`src/logic/engine_cfg_pkg.sv`:
```
package engine_cfg_pkg;

	// Host register map, byte offsets
	localparam int CSB_ADDR_W = 8;

	localparam logic [CSB_ADDR_W-1:0] REG_CTRL = 8'h00;
	localparam logic [CSB_ADDR_W-1:0] REG_STATUS = 8'h04;
	localparam logic [CSB_ADDR_W-1:0] REG_CFG = 8'h08;
	localparam logic [CSB_ADDR_W-1:0] REG_BIAS = 8'h0C;
	localparam logic [CSB_ADDR_W-1:0] REG_WINDOWS = 8'h10;

	// Anything else counts as idle
	typedef enum logic [2:0] {
		OP_CONV = 3'd1,
		OP_MAXPOOL = 3'd2,
		OP_AVGPOOL = 3'd3
	} op_e;

	typedef struct packed {
		logic [14:0] rsvd_hi;
		logic relu_en;
		logic [7:0] kernel_size;
		logic [4:0] rsvd_lo;
		op_e op;
	} conv_cfg_s;

	typedef struct packed {
		logic [11:0] rsvd_hi;
		logic [3:0] avg_shift;
		logic [7:0] kernel_size;
		logic [4:0] rsvd_lo;
		op_e op;
	} pool_cfg_s;

	// Same CFG word, upper bits mean different things per op
	typedef union packed {
		conv_cfg_s conv;
		pool_cfg_s pool;
	} cfg_word_u;

endpackage

```
`src/logic/engine_data_pkg.sv`:
```
package engine_data_pkg;

	// Headroom above the full product width
	localparam int GUARD_W = 8;

	// Sum of up to 255 words grows by 8 bits
	localparam int SUM_GUARD_W = 8;

	// MAC accumulator: full product plus guard bits
	function automatic int mac_acc_w(input int data_w);
		return 2 * data_w + GUARD_W;
	endfunction

	// Pooling running sum
	function automatic int pool_sum_w(input int data_w);
		return data_w + SUM_GUARD_W;
	endfunction

endpackage

```
`src/logic/csb_axil_slave.sv`:
```
`timescale 1ns/1ps

module csb_axil_slave import engine_cfg_pkg::*; #(
	parameter int DATA_W = 16,
	parameter int CNT_W = 16
) (
	input  logic clk,
	input  logic i_rst,
	input  logic i_awvalid,
	output logic o_awready,
	input  logic [CSB_ADDR_W-1:0] i_awaddr,
	input  logic i_wvalid,
	output logic o_wready,
	input  logic [31:0] i_wdata,
	input  logic [3:0] i_wstrb,
	output logic o_bvalid,
	input  logic i_bready,
	output logic [1:0] o_bresp,
	input  logic i_arvalid,
	output logic o_arready,
	input  logic [CSB_ADDR_W-1:0] i_araddr,
	output logic o_rvalid,
	input  logic i_rready,
	output logic [31:0] o_rdata,
	output logic [1:0] o_rresp,
	input  logic i_busy,
	input  logic i_done,
	output logic o_start,
	output cfg_word_u o_cfg,
	output logic [DATA_W-1:0] o_bias,
	output logic [CNT_W-1:0] o_windows
);

	logic wr_fire;
	logic rd_fire;
	logic op_ok;
	logic start_ok;
	logic done_r;

	function automatic logic [31:0] strb_merge(
		input logic [31:0] old_val,
		input logic [31:0] new_val,
		input logic [3:0] strb
	);
		logic [31:0] merged;
		for (int b = 0; b < 4; b++) begin
			merged[8*b +: 8] = strb[b] ? new_val[8*b +: 8] : old_val[8*b +: 8];
		end
		return merged;
	endfunction

	// Address and data taken together, one write at a time
	assign o_awready = !o_bvalid && i_awvalid && i_wvalid;
	assign o_wready = o_awready;
	assign wr_fire = o_awready;
	assign o_bresp = 2'b00;

	assign o_arready = !o_rvalid;
	assign rd_fire = i_arvalid && o_arready;
	assign o_rresp = 2'b00;

	assign op_ok = o_cfg.conv.op inside {OP_CONV, OP_MAXPOOL, OP_AVGPOOL};
	assign start_ok = wr_fire && (i_awaddr == REG_CTRL) && i_wstrb[0] && i_wdata[0]
		&& !i_busy && op_ok && (o_cfg.conv.kernel_size != 8'd0) && (o_windows != '0);

	always_ff @(posedge clk) begin
		if (i_rst) begin
			o_bvalid <= 1'b0;
			o_rvalid <= 1'b0;
			o_start <= 1'b0;
			done_r <= 1'b0;
			o_cfg <= '0;
			o_bias <= '0;
			o_windows <= '0;
		end else begin
			o_start <= start_ok;
			if (wr_fire) begin
				o_bvalid <= 1'b1;
			end else if (i_bready) begin
				o_bvalid <= 1'b0;
			end
			if (rd_fire) begin
				o_rvalid <= 1'b1;
			end else if (i_rready) begin
				o_rvalid <= 1'b0;
			end
			// Sticky until the next job starts
			if (o_start) begin
				done_r <= 1'b0;
			end else if (i_done) begin
				done_r <= 1'b1;
			end
			// Job parameters frozen while running
			if (wr_fire && !i_busy) begin
				case (i_awaddr)
					REG_CFG: o_cfg <= strb_merge(o_cfg, i_wdata, i_wstrb);
					REG_BIAS: o_bias <= DATA_W'(strb_merge(32'(o_bias), i_wdata, i_wstrb));
					REG_WINDOWS: o_windows <= CNT_W'(strb_merge(32'(o_windows), i_wdata, i_wstrb));
					default: ;
				endcase
			end
		end
	end

	always_ff @(posedge clk) begin
		if (rd_fire) begin
			case (i_araddr)
				REG_STATUS: o_rdata <= {30'd0, done_r, i_busy};
				REG_CFG: o_rdata <= o_cfg;
				REG_BIAS: o_rdata <= 32'(o_bias);
				REG_WINDOWS: o_rdata <= 32'(o_windows);
				default: o_rdata <= 32'd0;
			endcase
		end
	end

endmodule

```
`src/logic/window_sequencer.sv`:
```
`timescale 1ns/1ps

module window_sequencer import engine_cfg_pkg::*; #(
	parameter int CNT_W = 16
) (
	input  logic clk,
	input  logic i_rst,
	input  logic i_start,
	input  cfg_word_u i_cfg,
	input  logic [CNT_W-1:0] i_windows,
	input  logic i_dat_valid,
	input  logic i_wgt_valid,
	input  logic i_slot_free,
	input  logic i_res_fire,
	output logic o_dat_ready,
	output logic o_wgt_ready,
	output logic o_beat,
	output logic o_last,
	output logic o_busy,
	output logic o_done
);

	logic [7:0] word_cnt;
	logic [CNT_W-1:0] win_cnt;
	logic [CNT_W-1:0] res_cnt;
	logic lane_pend;
	logic is_conv;
	logic all_in;
	logic take;

	assign is_conv = (i_cfg.conv.op == OP_CONV);
	assign all_in = (win_cnt == i_windows);

	// Mid-window words always flow; a new window waits until the
	// previous result has left the lane and the merge slot is free
	assign take = o_busy && !all_in
		&& ((word_cnt != 8'd0) || (i_slot_free && !lane_pend));

	// Convolution pairs data with weight, so each ready waits on the other valid
	assign o_dat_ready = take && (!is_conv || i_wgt_valid);
	assign o_wgt_ready = take && is_conv && i_dat_valid;
	assign o_beat = o_dat_ready && i_dat_valid;
	assign o_last = (word_cnt == i_cfg.conv.kernel_size - 8'd1);

	assign o_done = o_busy && i_res_fire && (res_cnt == i_windows - 1'b1);

	always_ff @(posedge clk) begin
		if (i_rst) begin
			o_busy <= 1'b0;
			word_cnt <= '0;
			win_cnt <= '0;
			res_cnt <= '0;
			lane_pend <= 1'b0;
		end else begin
			lane_pend <= o_beat && o_last;
			if (i_start) begin
				o_busy <= 1'b1;
				word_cnt <= '0;
				win_cnt <= '0;
				res_cnt <= '0;
			end else begin
				if (o_done) begin
					o_busy <= 1'b0;
				end
				if (o_beat) begin
					if (o_last) begin
						word_cnt <= '0;
						win_cnt <= win_cnt + 1'b1;
					end else begin
						word_cnt <= word_cnt + 8'd1;
					end
				end
				if (i_res_fire) begin
					res_cnt <= res_cnt + 1'b1;
				end
			end
		end
	end

endmodule

```
`src/logic/window_mac.sv`:
```
`timescale 1ns/1ps

module window_mac import engine_data_pkg::*; #(
	parameter int DATA_W = 16,
	parameter int FRAC_W = 8,
	localparam int PROD_W = 2 * DATA_W,
	localparam int ACC_W = mac_acc_w(DATA_W)
) (
	input  logic clk,
	input  logic i_rst,
	input  logic i_beat,
	input  logic i_last,
	input  logic signed [DATA_W-1:0] i_dat,
	input  logic signed [DATA_W-1:0] i_wgt,
	input  logic signed [DATA_W-1:0] i_bias,
	output logic o_mac_valid,
	output logic signed [ACC_W-1:0] o_mac_acc
);

	logic first;
	logic signed [PROD_W-1:0] prod;
	logic signed [ACC_W-1:0] bias_ext;
	logic signed [ACC_W-1:0] base;
	logic signed [ACC_W-1:0] acc;
	logic signed [ACC_W-1:0] sum;

	assign prod = i_dat * i_wgt;
	assign bias_ext = i_bias;

	// Bias moved up to the product scale seeds every window
	assign base = first ? (bias_ext <<< FRAC_W) : acc;
	assign sum = base + prod;

	always_ff @(posedge clk) begin
		if (i_rst) begin
			first <= 1'b1;
			o_mac_valid <= 1'b0;
		end else begin
			o_mac_valid <= i_beat && i_last;
			if (i_beat) begin
				first <= i_last;
			end
		end
	end

	always_ff @(posedge clk) begin
		if (i_beat) begin
			acc <= sum;
			if (i_last) begin
				o_mac_acc <= sum;
			end
		end
	end

endmodule

```
`src/logic/window_pool.sv`:
```
`timescale 1ns/1ps

module window_pool import engine_data_pkg::*; #(
	parameter int DATA_W = 16,
	localparam int SUM_W = pool_sum_w(DATA_W)
) (
	input  logic clk,
	input  logic i_rst,
	input  logic i_beat,
	input  logic i_last,
	input  logic signed [DATA_W-1:0] i_dat,
	output logic o_pool_valid,
	output logic signed [DATA_W-1:0] o_pool_max,
	output logic signed [SUM_W-1:0] o_pool_sum
);

	logic first;
	logic signed [DATA_W-1:0] run_max;
	logic signed [DATA_W-1:0] next_max;
	logic signed [SUM_W-1:0] run_sum;
	logic signed [SUM_W-1:0] next_sum;
	logic signed [SUM_W-1:0] dat_ext;

	assign dat_ext = i_dat;

	// First word of a window restarts both
	assign next_max = (first || (i_dat > run_max)) ? i_dat : run_max;
	assign next_sum = first ? dat_ext : run_sum + dat_ext;

	always_ff @(posedge clk) begin
		if (i_rst) begin
			first <= 1'b1;
			o_pool_valid <= 1'b0;
		end else begin
			o_pool_valid <= i_beat && i_last;
			if (i_beat) begin
				first <= i_last;
			end
		end
	end

	always_ff @(posedge clk) begin
		if (i_beat) begin
			run_max <= next_max;
			run_sum <= next_sum;
			if (i_last) begin
				o_pool_max <= next_max;
				o_pool_sum <= next_sum;
			end
		end
	end

endmodule

```
`src/logic/result_merge.sv`:
```
`timescale 1ns/1ps

module result_merge
	import engine_cfg_pkg::*;
	import engine_data_pkg::*;
#(
	parameter int DATA_W = 16,
	parameter int FRAC_W = 8,
	localparam int ACC_W = mac_acc_w(DATA_W),
	localparam int SUM_W = pool_sum_w(DATA_W)
) (
	input  logic clk,
	input  logic i_rst,
	input  cfg_word_u i_cfg,
	input  logic i_mac_valid,
	input  logic signed [ACC_W-1:0] i_mac_acc,
	input  logic i_pool_valid,
	input  logic signed [DATA_W-1:0] i_pool_max,
	input  logic signed [SUM_W-1:0] i_pool_sum,
	input  logic i_res_ready,
	output logic o_res_valid,
	output logic [DATA_W-1:0] o_res,
	output logic o_slot_free,
	output logic o_res_fire
);

	localparam logic signed [ACC_W-1:0] SAT_MAX = {{(ACC_W-DATA_W+1){1'b0}}, {(DATA_W-1){1'b1}}};
	localparam logic signed [ACC_W-1:0] SAT_MIN = {{(ACC_W-DATA_W+1){1'b1}}, {(DATA_W-1){1'b0}}};

	logic lane_valid;
	logic signed [ACC_W-1:0] scaled;
	logic [DATA_W-1:0] sat_val;

	assign lane_valid = (i_cfg.conv.op == OP_CONV) ? i_mac_valid : i_pool_valid;

	always_comb begin
		case (i_cfg.conv.op)
			OP_CONV: begin
				scaled = i_mac_acc >>> FRAC_W;
				if (i_cfg.conv.relu_en && (scaled < 0)) begin
					scaled = '0;
				end
			end
			OP_MAXPOOL: scaled = i_pool_max;
			OP_AVGPOOL: scaled = i_pool_sum >>> i_cfg.pool.avg_shift;
			default: scaled = '0;
		endcase
	end

	always_comb begin
		if (scaled > SAT_MAX) begin
			sat_val = SAT_MAX[DATA_W-1:0];
		end else if (scaled < SAT_MIN) begin
			sat_val = SAT_MIN[DATA_W-1:0];
		end else begin
			sat_val = scaled[DATA_W-1:0];
		end
	end

	assign o_res_fire = o_res_valid && i_res_ready;
	assign o_slot_free = !o_res_valid || i_res_ready;

	// Sequencer keeps this slot empty whenever a lane result lands
	always_ff @(posedge clk) begin
		if (i_rst) begin
			o_res_valid <= 1'b0;
		end else if (lane_valid) begin
			o_res_valid <= 1'b1;
		end else if (o_res_fire) begin
			o_res_valid <= 1'b0;
		end
	end

	always_ff @(posedge clk) begin
		if (lane_valid) begin
			o_res <= sat_val;
		end
	end

endmodule

```
`src/logic/engine_top.sv`:
```
`timescale 1ns/1ps

module engine_top
	import engine_cfg_pkg::*;
	import engine_data_pkg::*;
#(
	parameter int DATA_W = 16,
	parameter int FRAC_W = 8,
	parameter int CNT_W = 16
) (
	input  logic clk,
	input  logic i_rst,
	input  logic i_awvalid,
	output logic o_awready,
	input  logic [CSB_ADDR_W-1:0] i_awaddr,
	input  logic i_wvalid,
	output logic o_wready,
	input  logic [31:0] i_wdata,
	input  logic [3:0] i_wstrb,
	output logic o_bvalid,
	input  logic i_bready,
	output logic [1:0] o_bresp,
	input  logic i_arvalid,
	output logic o_arready,
	input  logic [CSB_ADDR_W-1:0] i_araddr,
	output logic o_rvalid,
	input  logic i_rready,
	output logic [31:0] o_rdata,
	output logic [1:0] o_rresp,
	input  logic i_dat_valid,
	output logic o_dat_ready,
	input  logic signed [DATA_W-1:0] i_dat,
	input  logic i_wgt_valid,
	output logic o_wgt_ready,
	input  logic signed [DATA_W-1:0] i_wgt,
	output logic o_res_valid,
	input  logic i_res_ready,
	output logic [DATA_W-1:0] o_res
);

	localparam int ACC_W = mac_acc_w(DATA_W);
	localparam int SUM_W = pool_sum_w(DATA_W);

	cfg_word_u cfg;
	logic start;
	logic busy;
	logic done;
	logic beat;
	logic last;
	logic slot_free;
	logic res_fire;
	logic [DATA_W-1:0] bias;
	logic [CNT_W-1:0] windows;
	logic mac_valid;
	logic signed [ACC_W-1:0] mac_acc;
	logic pool_valid;
	logic signed [DATA_W-1:0] pool_max;
	logic signed [SUM_W-1:0] pool_sum;

	csb_axil_slave #(.DATA_W(DATA_W), .CNT_W(CNT_W)) u_csb (
		.clk, .i_rst,
		.i_awvalid, .o_awready, .i_awaddr,
		.i_wvalid, .o_wready, .i_wdata, .i_wstrb,
		.o_bvalid, .i_bready, .o_bresp,
		.i_arvalid, .o_arready, .i_araddr,
		.o_rvalid, .i_rready, .o_rdata, .o_rresp,
		.i_busy(busy), .i_done(done),
		.o_start(start), .o_cfg(cfg), .o_bias(bias), .o_windows(windows)
	);

	window_sequencer #(.CNT_W(CNT_W)) u_seq (
		.clk, .i_rst,
		.i_start(start), .i_cfg(cfg), .i_windows(windows),
		.i_dat_valid, .i_wgt_valid, .o_dat_ready, .o_wgt_ready,
		.i_slot_free(slot_free), .i_res_fire(res_fire),
		.o_beat(beat), .o_last(last), .o_busy(busy), .o_done(done)
	);

	window_mac #(.DATA_W(DATA_W), .FRAC_W(FRAC_W)) u_mac (
		.clk, .i_rst,
		.i_beat(beat), .i_last(last),
		.i_dat, .i_wgt, .i_bias(bias),
		.o_mac_valid(mac_valid), .o_mac_acc(mac_acc)
	);

	window_pool #(.DATA_W(DATA_W)) u_pool (
		.clk, .i_rst,
		.i_beat(beat), .i_last(last), .i_dat,
		.o_pool_valid(pool_valid), .o_pool_max(pool_max), .o_pool_sum(pool_sum)
	);

	result_merge #(.DATA_W(DATA_W), .FRAC_W(FRAC_W)) u_merge (
		.clk, .i_rst, .i_cfg(cfg),
		.i_mac_valid(mac_valid), .i_mac_acc(mac_acc),
		.i_pool_valid(pool_valid), .i_pool_max(pool_max), .i_pool_sum(pool_sum),
		.i_res_ready, .o_res_valid, .o_res,
		.o_slot_free(slot_free), .o_res_fire(res_fire)
	);

endmodule

```
`config.mk`:
```
export PLATFORM = sky130hd
export DESIGN_NAME = engine_top
export DESIGN_NICKNAME = d
export VERILOG_FILES = /design/src/logic/engine_cfg_pkg.sv /design/src/logic/engine_data_pkg.sv /design/src/logic/csb_axil_slave.sv /design/src/logic/window_sequencer.sv /design/src/logic/window_mac.sv /design/src/logic/window_pool.sv /design/src/logic/result_merge.sv /design/src/logic/engine_top.sv
export SDC_FILE = /design/constraint.sdc
export NUM_CORES = 2
export LEC_CHECK = 0
export ABC_AREA = 1
export BUFFER_PORTS_ARGS = -buffer_cell sky130_fd_sc_hd__buf_4
export CORE_ASPECT_RATIO = 1.1
export CORE_MARGIN = 1.5
export CORE_UTILIZATION = 45
export DETAILED_ROUTE_END_ITERATION = 10
export REMOVE_ABC_BUFFERS = 1
export SETUP_SLACK_MARGIN = 0.2
export SLEW_MARGIN = 20
export SYNTH_ARGS = -nofsm -noshare
export SYNTH_HDL_FRONTEND = slang
export SYNTH_SLANG_ARGS = --single-unit
```
`constraint.sdc`:
```
create_clock -name clk -period 8.8 [get_ports clk]
set_input_delay 0.44 -clock clk [delete_from_list [all_inputs] [get_ports clk]]
set_output_delay 0.44 -clock clk [all_outputs]
set_load 0.05 [all_outputs]
```
==> results.tsv <==
stage	metric	value	unit
logic_synthesis	synth_top_area_share	22.5	%
clocking	clk_latency	0.59	ns
clocking	postCtsHoldBufs	0	
placement	numPortBuffers	149	
worst_setup_path	worstSetupEndpointType	flip-flop	
global_routing	antenna_found_initial	0	
worst_setup_path	path_max_fanout	28	
timing	post-route-min-period	6.39	ns
worst_setup_path	worst-path-buf-inv	6	
placement	place_ws	1.73	ns
placement	placed_cells	4510	
logic_synthesis	async_flop_share	0	%
timing	setup_viol	0	
timing	period_share	72.6	%
layout	area_growth	9.30	%
worst_setup_path	worstPathCellList	buf_4, nand2_1, inv_1, fa_1, fa_1, fa_1, inv_1, fa_1, inv_1, fa_1, inv_1, fa_1, inv_1, ha_1, nand2_1, nor2_1, nand2_1, nor2_1, nand3_1, nand3_1, xor2_1	
placement	place.gp.congestion	0.917	
timing	clock.fmax	156	MHz
clocking	cts_resized	0	
worst_hold_path	min_path_type	in2reg	
logic_synthesis	netlist_area	29400	sq um
clocking	postCtsSetupBuffers	0	
layout	final_layout_size_suffix_gt1_share	7.69	%
timing	fin_skew	0.0211	ns
layout	antenna_cells	0	
layout	finalNonFillerCells	4568	
clocking	cts.htree.levels	1	
clocking	cts.clk_slew.worst_paths	0.07	ns
clocking	clk_path_buf_depth	3	
worst_setup_path	crit_family	adder cells	
floorplanning	rows	98	
layout	fillCellCount	6346	
layout	fin_nets	4279	
routing	wl	82100	um
timing	hold_viol	0	
logic_synthesis	synth_cells	3625	
floorplanning	pin_count	154	
routing	wl_per_cell	18.0	um
placement	dp_hpwl	66000	um
global_routing	grt_max_degree	69	
clocking	clock-sinks	312	
logic_synthesis	synth-edff-count	200	
logic_synthesis	ys_ff_latch	312	
floorplanning	die_y	271	um
logic_synthesis	synth-seq-area-share	28.0	%
floorplanning	die_w	247	um
worst_setup_path	crit_arrival	6.81	ns
timing	relSlewSlack	27.1	%
clocking	root_buffer	clkbuf_16	
run_status	status	finished clean	
worst_setup_path	worst-setup-path-type	in2reg	
logic_synthesis	syn_avg_cell_area	8.12	sq um
timing	rsz0062_at_grt	no	
logic_synthesis	ys.flop_type	edfxtp_1	
logic_synthesis	synth_warnings	0	
timing	holdWs	0.0666	ns
floorplanning	fp.dieArea	67000	sq um
worst_setup_path	cp.required	9.22	ns
logic_synthesis	ys_top_cells_by_area	fa_1 23%, edfxtp_1 20%, nand2_1 11%	
floorplanning	start_util	45.4	%
job	maxCapViolCount	0	
logic_synthesis	netlist_top_cells_count	851 x nand2_1, 730 x inv_1, 331 x fa_1	
global_routing	grt_pass1_wl	131000	um
routing	first_pass_iters	6	
routing	route.vias.total	23400	
floorplanning	core	64900	sq um
worst_setup_path	crit_slowest_cell	fa_1	
timing	setup-tns-final	0	ns
logic_synthesis	synth_top_cell_by_area	fa_1	
worst_setup_path	crit_top_cell	fa_1	
timing	slew_violations	0	
routing	drt_iter0_drc	1478	
routing	drt-vias-per-instance	5.12	
worst_setup_path	slowest_delay	0.81	ns
clocking	cts_buffers	31	
clocking	cts_tree	yes	
timing	tightestPinTransition	1.09	ns
timing	setup_slack	2.41	ns
global_routing	gr-total-overflow	0	
logic_synthesis	ys_types	58	
global_routing	grt_pass1_vias	23800	
logic_synthesis	synth.most_common_cell	nand2_1	
global_routing	grt_usage	24.9	%
routing	ant_nets	0	
worst_setup_path	worst_setup_path_start_kind	input pin	
routing	remaining_drc_errors	0	
## per-layer routing
metal | global-route usage, % | up-vias | wire [um]
met3 | 1.66 | 94 | 3420
met2 | 43.3 | 547 | 40400
met1 | 33.6 | 11400 | 36300
li1 | - | 11400 | -
met4 | 6.07 | 0 | 1970
met5 | 0 | - | 0
## registers in the layout, indices dropped and copies added, names as in the netlist
name,count
u_csb.o_rdata,32
u_csb.done_r,1
u_merge.o_res_valid,1
u_seq.o_busy,1
u_seq.res_cnt,16
u_merge.o_res,16
u_pool.run_max,16
u_mac.o_mac_acc,32
u_csb.o_rvalid,1
u_csb.o_cfg,32
u_csb.o_windows,16
u_pool.o_pool_sum,24
u_pool.o_pool_max,16
u_csb.o_start,1
u_mac.o_mac_valid,1
u_seq.word_cnt,8
u_mac.acc,40
u_pool.run_sum,24
u_seq.win_cnt,16
u_mac.first,1
u_csb.o_bias,16
u_csb.o_bvalid,1
## per-stage QoR
stage / instance area [sq um] / utilization [%]
2_1_floorplan: 28900 / -
3_3_place_gp: 31200 / 48.1
3_5_place_dp: 31200 / 48.1
4_1_cts: 32200 / 49.6
5_1_grt: 32200 / 49.6
6_report: 32200 / 49.6
## kinds of logic (layout without fill, tap and decap cells)
kind of cell	count (synthesis)	in the layout	share of synthesized area, %
compound gates	431	431	8.31
simple gates	1417	1417	20.0
buf+inv	876	966	11.5
fa+ha+maj	492	492	29.3
flops	312	312	28.0
xor+xnor	94	94	2.80
mux	2	2	0.0680
other cells	1	4	0.0127
## worst register-to-register path, delay by kind of cell, from the launching register on
family / cells / cell delay [ns]
flip-flops: 1 / 0.57
adder cells (fa/ha/maj): 6 / 2.66
AO/OA/AOI/OAI: 5 / 1.45
buffers and inverters: 4 / 0.80
AND/OR/NAND/NOR: 8 / 0.62
## path summary, 6_finish.rpt
check                      from                  end  slack [ns]  cells past startpoint
setup reg to reg    u_mac.first  u_mac.o_mac_acc[34]        2.44                     23
setup / recovery      i_dat[15]        u_mac.acc[38]        2.41                     21
hold / removal            i_rst    u_mac.o_mac_valid        0.07                      2
hold reg to reg   u_csb.o_start         u_seq.o_busy        0.46                      2
## final cells by class
| type | instances | area [sq um] | area share, % |
|---|---|---|---|
| multi-input cells | 2440 | 17800 | 55.4 |
| well taps | 850 | 1060 | 3.30 |
| clock inverters | 24 | 229 | 0.711 |
| repair buffers | 164 | 1230 | 3.82 |
| flip-flops and latches | 312 | 8250 | 25.6 |
| clock buffers | 34 | 787 | 2.44 |
| inverters | 744 | 2800 | 8.69 |
## cell usage in the layout (no fill, tap or decap), types with 13 or more instances in the layout
cell type,Yosys,routed
nor2_1,261,261
nand2_2,23,23
xor2_1,67,67
or2_2,13,13
clkbuf_16,0,31
nor3_1,54,54
inv_1,730,730
o221ai_1,17,17
a21oi_1,150,150
o21bai_1,13,13
nand3_1,157,157
edfxtp_1,200,200
o21ai_0,173,173
fa_1,331,331
nand4_1,27,27
dfxtp_1,112,112
ha_1,161,161
o211ai_1,23,23
nand2_1,851,851
xnor2_1,27,27
buf_4,8,164
Power is left out: the tool's default activity adds up to more than one toggle a clock period on the data nets, which glitch-free logic cannot reach.
